File: src/evict_pkg.sv
package evict_pkg;

    // buffer geometry
    localparam int GROUP_NUM       = 8;
    localparam int GROUP_IDX_W     = $clog2(GROUP_NUM);
    localparam int BEATS_PER_GROUP = 4;
    localparam int BEAT_IDX_W      = 2;
    localparam int ENTRY_IDX_W     = GROUP_IDX_W + BEAT_IDX_W; // {group, beat}
    localparam int DATA_WIDTH      = 64;

    localparam int TAG_W    = 20;
    localparam int INDEX_W  = 6;
    localparam int OFFSET_W = 6;
    localparam int ADDR_W   = TAG_W + INDEX_W + OFFSET_W;

    localparam int ROB_IDX_W  = 4;
    localparam int TXNID_W    = 8;
    localparam int SIDEBAND_W = 4;

    localparam int DEF_READ_SRAM_DELAY = 3;
    localparam int DEF_QUEUE_DEPTH     = 32;

    typedef struct packed {
        logic [ENTRY_IDX_W-1:0] db_entry_id;
        logic [ROB_IDX_W-1:0]   rob_entry_id;
        logic [TXNID_W-1:0]     txnid;
        logic [SIDEBAND_W-1:0]  sideband;
        logic [TAG_W-1:0]       tag;
        logic [INDEX_W-1:0]     index;
        logic [OFFSET_W-1:0]    offset;
        logic                   last;    // beat 3 of the group
    } evict_req_t;

    typedef struct packed {
        logic [DATA_WIDTH-1:0]  data;
        logic [ENTRY_IDX_W-1:0] db_entry_id;
        logic [ROB_IDX_W-1:0]   rob_entry_id;
        logic [TXNID_W-1:0]     txnid;
        logic [SIDEBAND_W-1:0]  sideband;
        logic [ADDR_W-1:0]      addr;    // {tag, index, offset}
        logic                   last;
    } evict_out_t;

endpackage

File: src/evict_tap_if.sv
`timescale 1ns/1ps

interface evict_tap_if;

    logic                            wr_vld;    // delayed transfer strobe
    evict_pkg::evict_req_t           wr_pld;
    logic                            clean;     // last beat being written
    logic [evict_pkg::ROB_IDX_W-1:0] clean_rob;

    modport src (
        output wr_vld,
        output wr_pld,
        output clean,
        output clean_rob
    );

    modport dst (
        input  wr_vld,
        input  wr_pld,
        input  clean,
        input  clean_rob
    );

endinterface

File: src/evict_delay_line.sv
`timescale 1ns/1ps

module evict_delay_line #(
    parameter int READ_SRAM_DELAY = evict_pkg::DEF_READ_SRAM_DELAY
) (
    input  logic                  clk,
    input  logic                  rst_n,
    input  logic                  req_fire,
    input  evict_pkg::evict_req_t req_pld,
    evict_tap_if.src              tap
);

    logic [READ_SRAM_DELAY-1:0] vld_sr;
    evict_pkg::evict_req_t      pld_sr [READ_SRAM_DELAY];

    always_ff @(posedge clk or negedge rst_n) begin
        if (!rst_n) begin
            vld_sr <= '0;
        end else begin
            vld_sr[0] <= req_fire;
            for (int i = 1; i < READ_SRAM_DELAY; i++) begin
                vld_sr[i] <= vld_sr[i-1];
            end
        end
    end

    // payload chain follows the strobe
    always_ff @(posedge clk) begin
        pld_sr[0] <= req_pld;
        for (int i = 1; i < READ_SRAM_DELAY; i++) begin
            pld_sr[i] <= pld_sr[i-1];
        end
    end

    // last stage lines up with the sram data return
    assign tap.wr_vld    = vld_sr[READ_SRAM_DELAY-1];
    assign tap.wr_pld    = pld_sr[READ_SRAM_DELAY-1];
    assign tap.clean     = vld_sr[READ_SRAM_DELAY-1] & pld_sr[READ_SRAM_DELAY-1].last;
    assign tap.clean_rob = pld_sr[READ_SRAM_DELAY-1].rob_entry_id;

endmodule

File: src/evict_data_ram.sv
`timescale 1ns/1ps

module evict_data_ram #(
    parameter int ADDR_W = evict_pkg::ENTRY_IDX_W,
    parameter int DATA_W = evict_pkg::DATA_WIDTH
) (
    input  logic              clk,
    input  logic              en,
    input  logic              wr_en,
    input  logic [ADDR_W-1:0] addr,
    input  logic [DATA_W-1:0] wr_data,
    output logic [DATA_W-1:0] rd_data
);

    logic [DATA_W-1:0] mem [2**ADDR_W];

    always_ff @(posedge clk) begin
        if (en) begin
            if (wr_en) begin
                mem[addr] <= wr_data;
            end else begin
                rd_data <= mem[addr]; // holds until the next read
            end
        end
    end

endmodule

File: src/evict_group_alloc.sv
`timescale 1ns/1ps

module evict_group_alloc #(
    parameter int GROUP_NUM = evict_pkg::GROUP_NUM,
    localparam int IDX_W    = (GROUP_NUM > 1) ? $clog2(GROUP_NUM) : 1
) (
    input  logic             clk,
    input  logic             rst_n,
    input  logic             release_vld,
    input  logic [IDX_W-1:0] release_idx,
    output logic             alloc_vld,
    output logic [IDX_W-1:0] alloc_idx,
    input  logic             alloc_rdy
);

    logic [GROUP_NUM-1:0] free_q;
    logic [GROUP_NUM-1:0] free_nxt;
    logic                 take;

    function automatic logic [IDX_W-1:0] lowest_set(input logic [GROUP_NUM-1:0] v);
        logic [IDX_W-1:0] idx;
        idx = '0;
        for (int i = GROUP_NUM - 1; i >= 0; i--) begin
            if (v[i]) begin
                idx = IDX_W'(i);
            end
        end
        return idx;
    endfunction

    assign take = alloc_vld & alloc_rdy;

    always_comb begin
        free_nxt = free_q;
        if (take) begin
            free_nxt[alloc_idx] = 1'b0;
        end
        if (release_vld) begin
            free_nxt[release_idx] = 1'b1;
        end
    end

    // offer is picked from the next vector, so a taken group is never re-offered
    always_ff @(posedge clk or negedge rst_n) begin
        if (!rst_n) begin
            free_q    <= '1;
            alloc_vld <= 1'b0;
            alloc_idx <= '0;
        end else begin
            free_q    <= free_nxt;
            alloc_vld <= |free_nxt;
            alloc_idx <= lowest_set(free_nxt);
        end
    end

endmodule

File: src/evict_db.sv
`timescale 1ns/1ps

module evict_db #(
    parameter int READ_SRAM_DELAY = evict_pkg::DEF_READ_SRAM_DELAY,
    parameter int QUEUE_DEPTH     = evict_pkg::DEF_QUEUE_DEPTH
) (
    input  logic                              clk,
    input  logic                              rst_n,
    input  logic                              evict_req_vld,
    input  evict_pkg::evict_req_t             evict_req_pld,
    output logic                              evict_req_rdy,
    input  logic [evict_pkg::DATA_WIDTH-1:0]  ram_data,
    input  logic                              ram_data_vld,
    output logic                              evict_clean,
    output logic [evict_pkg::ROB_IDX_W-1:0]   evict_clean_idx,
    output logic                              alloc_vld,
    output logic [evict_pkg::GROUP_IDX_W-1:0] alloc_idx,
    input  logic                              alloc_rdy,
    output logic                              evict_out_vld,
    output evict_pkg::evict_out_t             evict_out_pld,
    input  logic                              evict_out_rdy
);

    localparam int PTR_W = (QUEUE_DEPTH > 1) ? $clog2(QUEUE_DEPTH) : 1;
    localparam int CNT_W = $clog2(QUEUE_DEPTH + 1);

    evict_tap_if tap ();

    logic                                req_fire;
    logic                                wr_go;
    logic                                rd_go;
    logic                                out_fire;
    logic                                ram_en;
    logic [evict_pkg::ENTRY_IDX_W-1:0]   ram_addr;
    logic [evict_pkg::DATA_WIDTH-1:0]    ram_rd_data;
    logic [CNT_W-1:0]                    inflight_cnt;
    logic [CNT_W-1:0]                    q_cnt;
    logic [CNT_W:0]                      occupancy;
    logic [PTR_W-1:0]                    q_wr_ptr;
    logic [PTR_W-1:0]                    q_rd_ptr;
    evict_pkg::evict_req_t               q_mem [QUEUE_DEPTH];
    evict_pkg::evict_req_t               q_head;
    evict_pkg::evict_req_t               out_req;
    logic                                release_vld;

    // in-flight beats plus queued beats never exceed the queue
    assign occupancy     = {1'b0, inflight_cnt} + {1'b0, q_cnt};
    assign evict_req_rdy = occupancy < (CNT_W+1)'(QUEUE_DEPTH);
    assign req_fire      = evict_req_vld & evict_req_rdy;

    evict_delay_line #(
        .READ_SRAM_DELAY (READ_SRAM_DELAY)
    ) u_delay_line (
        .clk      (clk),
        .rst_n    (rst_n),
        .req_fire (req_fire),
        .req_pld  (evict_req_pld),
        .tap      (tap.src)
    );

    assign evict_clean     = tap.clean & ram_data_vld;
    assign evict_clean_idx = tap.clean_rob;

    // write wins the single port
    assign out_fire = evict_out_vld & evict_out_rdy;
    assign wr_go    = tap.wr_vld & ram_data_vld;
    assign q_head   = q_mem[q_rd_ptr];
    assign rd_go    = !wr_go && (q_cnt != '0) && (!evict_out_vld || evict_out_rdy);
    assign ram_en   = wr_go | rd_go;
    assign ram_addr = wr_go ? tap.wr_pld.db_entry_id : q_head.db_entry_id;

    evict_data_ram #(
        .ADDR_W (evict_pkg::ENTRY_IDX_W),
        .DATA_W (evict_pkg::DATA_WIDTH)
    ) u_data_ram (
        .clk     (clk),
        .en      (ram_en),
        .wr_en   (wr_go),
        .addr    (ram_addr),
        .wr_data (ram_data),
        .rd_data (ram_rd_data)
    );

    always_ff @(posedge clk or negedge rst_n) begin
        if (!rst_n) begin
            inflight_cnt <= '0;
        end else if (req_fire && !tap.wr_vld) begin
            inflight_cnt <= inflight_cnt + 1'b1;
        end else if (!req_fire && tap.wr_vld) begin
            inflight_cnt <= inflight_cnt - 1'b1;
        end
    end

    // pending queue of written entries
    always_ff @(posedge clk or negedge rst_n) begin
        if (!rst_n) begin
            q_wr_ptr <= '0;
            q_rd_ptr <= '0;
            q_cnt    <= '0;
        end else begin
            if (wr_go) begin
                q_wr_ptr <= (q_wr_ptr == PTR_W'(QUEUE_DEPTH - 1)) ? '0 : q_wr_ptr + 1'b1;
                q_cnt    <= q_cnt + 1'b1;
            end
            if (rd_go) begin
                q_rd_ptr <= (q_rd_ptr == PTR_W'(QUEUE_DEPTH - 1)) ? '0 : q_rd_ptr + 1'b1;
                q_cnt    <= q_cnt - 1'b1;
            end
        end
    end

    always_ff @(posedge clk) begin
        if (wr_go) begin
            q_mem[q_wr_ptr] <= tap.wr_pld;
        end
        if (rd_go) begin
            out_req <= q_head; // pairs with the ram read register
        end
    end

    always_ff @(posedge clk or negedge rst_n) begin
        if (!rst_n) begin
            evict_out_vld <= 1'b0;
        end else if (rd_go) begin
            evict_out_vld <= 1'b1;
        end else if (evict_out_rdy) begin
            evict_out_vld <= 1'b0;
        end
    end

    assign evict_out_pld.data         = ram_rd_data;
    assign evict_out_pld.db_entry_id  = out_req.db_entry_id;
    assign evict_out_pld.rob_entry_id = out_req.rob_entry_id;
    assign evict_out_pld.txnid        = out_req.txnid;
    assign evict_out_pld.sideband     = out_req.sideband;
    assign evict_out_pld.addr         = {out_req.tag, out_req.index, out_req.offset};
    assign evict_out_pld.last         = out_req.last;

    assign release_vld = out_fire & out_req.last;

    evict_group_alloc #(
        .GROUP_NUM (evict_pkg::GROUP_NUM)
    ) u_group_alloc (
        .clk         (clk),
        .rst_n       (rst_n),
        .release_vld (release_vld),
        .release_idx (out_req.db_entry_id[evict_pkg::ENTRY_IDX_W-1 -: evict_pkg::GROUP_IDX_W]),
        .alloc_vld   (alloc_vld),
        .alloc_idx   (alloc_idx),
        .alloc_rdy   (alloc_rdy)
    );

endmodule

File: src/evict_buffer_top.sv
`timescale 1ns/1ps

module evict_buffer_top #(
    parameter int READ_SRAM_DELAY = evict_pkg::DEF_READ_SRAM_DELAY,
    parameter int QUEUE_DEPTH     = evict_pkg::DEF_QUEUE_DEPTH
) (
    input  logic                              clk,
    input  logic                              rst_n,
    input  logic                              evict_req_vld,
    input  evict_pkg::evict_req_t             evict_req_pld,
    output logic                              evict_req_rdy,
    input  logic [evict_pkg::DATA_WIDTH-1:0]  ram_data,
    input  logic                              ram_data_vld,
    output logic                              evict_clean,
    output logic [evict_pkg::ROB_IDX_W-1:0]   evict_clean_idx,
    output logic                              alloc_vld,
    output logic [evict_pkg::GROUP_IDX_W-1:0] alloc_idx,
    input  logic                              alloc_rdy,
    output logic                              evict_out_vld,
    output evict_pkg::evict_out_t             evict_out_pld,
    input  logic                              evict_out_rdy
);

    evict_db #(
        .READ_SRAM_DELAY (READ_SRAM_DELAY),
        .QUEUE_DEPTH     (QUEUE_DEPTH)
    ) u_evict_db (
        .clk             (clk),
        .rst_n           (rst_n),
        .evict_req_vld   (evict_req_vld),
        .evict_req_pld   (evict_req_pld),
        .evict_req_rdy   (evict_req_rdy),
        .ram_data        (ram_data),
        .ram_data_vld    (ram_data_vld),
        .evict_clean     (evict_clean),
        .evict_clean_idx (evict_clean_idx),
        .alloc_vld       (alloc_vld),
        .alloc_idx       (alloc_idx),
        .alloc_rdy       (alloc_rdy),
        .evict_out_vld   (evict_out_vld),
        .evict_out_pld   (evict_out_pld),
        .evict_out_rdy   (evict_out_rdy)
    );

endmodule

File: config.mk
export PLATFORM = sky130hd
export DESIGN_NAME = evict_buffer_top
export DESIGN_NICKNAME = d
export VERILOG_FILES = /design/src/evict_pkg.sv /design/src/evict_tap_if.sv /design/src/evict_delay_line.sv /design/src/evict_data_ram.sv /design/src/evict_group_alloc.sv /design/src/evict_db.sv /design/src/evict_buffer_top.sv
export SDC_FILE = /design/constraint.sdc
export NUM_CORES = 2
export LEC_CHECK = 0
export ABC_AREA = 0
export BUFFER_PORTS_ARGS = -buffer_cell sky130_fd_sc_hd__buf_2
export CORE_MARGIN = 2
export CORE_UTILIZATION = 59
export CTS_BUF_LIST = sky130_fd_sc_hd__clkbuf_4 sky130_fd_sc_hd__clkbuf_8
export DETAILED_ROUTE_END_ITERATION = 7
export GPL_ROUTABILITY_DRIVEN = 0
export PLACE_DENSITY_LB_ADDON = 0.1
export SLEW_MARGIN = 10
export SYNTH_ARGS = -nofsm -noshare
export SYNTH_HDL_FRONTEND = slang
export SYNTH_HIERARCHICAL = 1
export SYNTH_SLANG_ARGS = --single-unit
File: constraint.sdc
create_clock -name clk -period 7.9 [get_ports clk]
set_input_delay 0.79 -clock clk [delete_from_list [all_inputs] [get_ports clk]]
set_output_delay 0.79 -clock clk [all_outputs]
set_load 0.05 [all_outputs]
==> impl_metrics.csv <==
group,metric,value,unit
timing,setup_violations,0,
timing,worst_pin_slew,1.32,ns
synth,yosysTopAreaCell,"edfxtp_1",
power_and_ir_drop,p_sw,8360,uW
worst_setup_path,r2r-start,"u_evict_db/q_rd_ptr[2]",
cts,numCtsBuffers,641,
power_and_ir_drop,power_per_cell_area,243,nW/um^2
final_layout,nFillCells,17132,
cts,clk_latency,1.17,ns
cts,numClockSinks,4094,
worst_hold_path,hp-start,"ram_data[14]",
global_route,antenna_found_initial,28,
timing,rsz0062_at_grt,"no",
timing,tns,0,ns
floorplanning,die_area,264000,sq um
floorplanning,ios,253,
floorplanning,core_area,259000,sq um
timing,fin_ws,1.96,ns
route,firstDrtPassIters,8,
synth,post-synth-top-area-fraction,76.3,%
cts,clk_path_buf_depth,4,
power_and_ir_drop,power.internal,33400,uW
route,first_iter_violations,7276,
cts,cts_root_buf,"clkbuf_8",
synth,synth_edf_count,3894,
cts,ctsHoldBuffers,61,
timing,finClkSkew,0.0466,ns
synth,yosysWarnings,6,
synth,synth_top_flop_cell,"edfxtp_1",
final_layout,nets,8597,
route,num_vias,77464,
synth,syn_avg_cell_area,19.7,sq um
synth,syn_area,153000,sq um
timing,slew_viol_final,0,
worst_setup_path,crit_fanout,55,
route,wl,372,mm
synth,synth-seq-area-share,79.0,%
worst_setup_path,crit_type,"flip-flop to flip-flop",
synth,ys_async_sr_fraction,0.928,%
cts,post-cts-setup-buffers,0,
cts,cts_htree_levels,6,
global_route,grt_max_degree,163,
route,vias_per_cell,6.27,
place,dp_slack,2.02,ns
power_and_ir_drop,p_comb_share,0.7,%
route,drc,0,
worst_hold_path,hold_path.class,"primary input to flip-flop",
final_layout,drive_gt1_share,20.4,%
global_route,grt-ovfl-total,0,
power_and_ir_drop,swShare,20.0,%
worst_setup_path,rrSetupSlack,1.96,ns
place,hpwl,192,mm
synth,synthCells,7778,
final_layout,post-route-util,66.4,%
power_and_ir_drop,power_frac_seq,57.3,%
route,drt-wirelength-per-cell,30.1,microns
floorplanning,rows,187,
power_and_ir_drop,power.leakage,0.0568,uW
global_route,grt_pass1_vias,77901,
synth,yosys-top-cells-area,"edfxtp_1, mux2i_1, mux4_2, o22ai_1, dfxtp_1",
timing,period_minus_slack,5.94,ns
floorplanning,die_height,514,microns
power_and_ir_drop,clock_power_share,41.9,%
timing,finalCritPeriodShare,75.2,%
timing,max-slew-margin-rel,11.8,%
synth,yosysUniqueCellTypes,69,
timing,fmax,168,MHz
power_and_ir_drop,power,41700,uW
worst_setup_path,required,8.72,ns
global_route,grt_pass1_wl,532,mm
place,io_buffers,252,
timing,hold_violations,0,
run,maxCapViolations,0,
cts,cts_tree,"yes",
worst_setup_path,setup.worst_path.end_class,"flip-flop",
final_layout,areaGrowthSynthToFinish,12.2,%
worst_setup_path,worstPathArrival,6.77,ns
cts,ctsResizeCount,0,
outcome,status,"finished, final reports clean",
synth,syn-num-nets,7925,
power_and_ir_drop,peakVddDrop,206,uV
route,postRouteAntennaNets,0,
worst_setup_path,worstSetupStartpoint,"u_evict_db/q_rd_ptr[2]",
floorplanning,die_width,514,microns
worst_setup_path,start_kind,"flip-flop",
global_route,grt.total_usage,27.8,%
cts,clk_pin_slew_worst_paths,0.06,ns
synth,ys_seq_elements,4094,
floorplanning,start_util,59.2,%
==> critical path, stage by stage, from the launching register on <==
cell     delay (ns)
dfrtp_4        1.04
buf_4          0.57
mux4_2         0.33
a22oi_1        0.07
a22oi_1        0.38
mux2_8         0.67
nand4_1        0.88
nor2_4         1.18
buf_4          0.42
==> worst paths after layout <==
check | cells past startpoint | endpoint
max | 8 | u_evict_db/u_data_ram/mem[19][55]
min | 1 | u_evict_db/u_data_ram/mem[10][14]
max reg2reg | 8 | u_evict_db/u_data_ram/mem[19][55]
min reg2reg | 0 | u_evict_db/u_delay_line/pld_sr[0][156]
max in group asynchronous | 2 | u_evict_db/q_rd_ptr[0]
min in group asynchronous | 2 | u_evict_db/u_group_alloc/alloc_idx[0]
==> metal layers <==
metal,wire length (microns),up-vias,global-route usage (%)
met5,143,-,0
met4,11100,22,8.95
met3,25500,707,4.65
met2,190000,3093,47.8
met1,145000,40431,36.5
li1,-,33211,-
==> cells in the mapped netlist (7+ instances only) <==
cell type	count
a21o_1	7
a31oi_1	49
o221ai_1	50
edfxtp_1	3894
buf_2	286
nand3_1	9
nor4_1	129
buf_1	11
clkbuf_1	91
a22oi_1	73
and3_1	12
a22o_1	88
nand2_1	145
nand3b_1	8
dfrtp_1	30
dfxtp_1	162
mux2i_1	1540
nor3_1	53
mux2_2	14
ha_1	21
nand4b_1	7
dfstp_2	8
buf_6	15
nor2_1	70
o22ai_1	521
mux4_2	221
buf_4	73
inv_1	11
o21ai_0	25
a21oi_1	57
==> registers in the layout, summed over array words and instances (netlist names) <==
signal and count:
u_evict_db/u_data_ram/rd_data 64, u_evict_db/evict_out_vld 1, u_evict_db/u_delay_line/vld_sr 3, u_evict_db/u_group_alloc/free_q 8
u_evict_db/q_cnt 6, u_evict_db/inflight_cnt 6, u_evict_db/q_mem 1728, u_evict_db/q_wr_ptr 5
u_evict_db/q_rd_ptr 5, u_evict_db/u_group_alloc/alloc_vld 1, u_evict_db/u_group_alloc/alloc_idx 3, u_evict_db/u_delay_line/pld_sr 162
u_evict_db/evict_out_pld 54, u_evict_db/u_data_ram/mem 2048
==> kinds of logic after synthesis <==
family	share of synthesized area [%]
AO/OA/AOI/OAI	3.97
XOR/XNOR	0.0514
adder cells (fa/ha/maj)	0.198
buffers and inverters	1.69
flip-flops	79.0
multiplexers	13.4
AND/OR/NAND/NOR	1.65
==> through the flow <==
stage / instances / cell area (sq um) / hold slack [ns]
final: 12352 / 172000 / 0.115
after detailed placement: 11148 / 159000 / 0.312
after CTS: 12340 / 172000 / 0.00113
after global routing: 12348 / 172000 / 0.0504
after global placement: 11148 / 159000 / 0.312
after floorplan: 7778 / 153000 / 0.310
==> final cells by class <==
class	instances	area, sq um	share of cell area, %
tap	3402	4260	2.48
sequential	4094	121000	70.5
multi-input combinational	3194	30200	17.6
clock inverter	197	1370	0.795
timing repair buffer	506	3660	2.13
antenna	12	30.0	0.0175
inverter	13	51.3	0.0298
clock buffer	934	11200	6.53
==> layout by cell type, fill, tap and decap left out, types with 49 or more instances in the layout <==
cell	count
a21oi_1	57
a22o_1	88
a22oi_1	73
a31oi_1	49
buf_2	252
buf_4	166
clkbuf_4	259
clkbuf_8	675
clkinv_1	103
dfxtp_1	162
dlygate4sd3_1	61
edfxtp_1	3894
mux2i_1	1540
mux4_2	221
nand2_1	144
nor2_4	61
nor3_1	49
nor4_1	129
o221ai_1	50
o22ai_1	521
==> power groups by stage <==
stage / sequential (uW) / combinational, uW / clock [uW]
after floorplan: 24300 / 126 / 0
after global placement: 24400 / 269 / 0
after detailed placement: 24400 / 281 / 0
after CTS: 23900 / 305 / 17800
after global routing: 23900 / 332 / 18700
final: 23900 / 303 / 17500
Power figures use the tool's default switching activity.
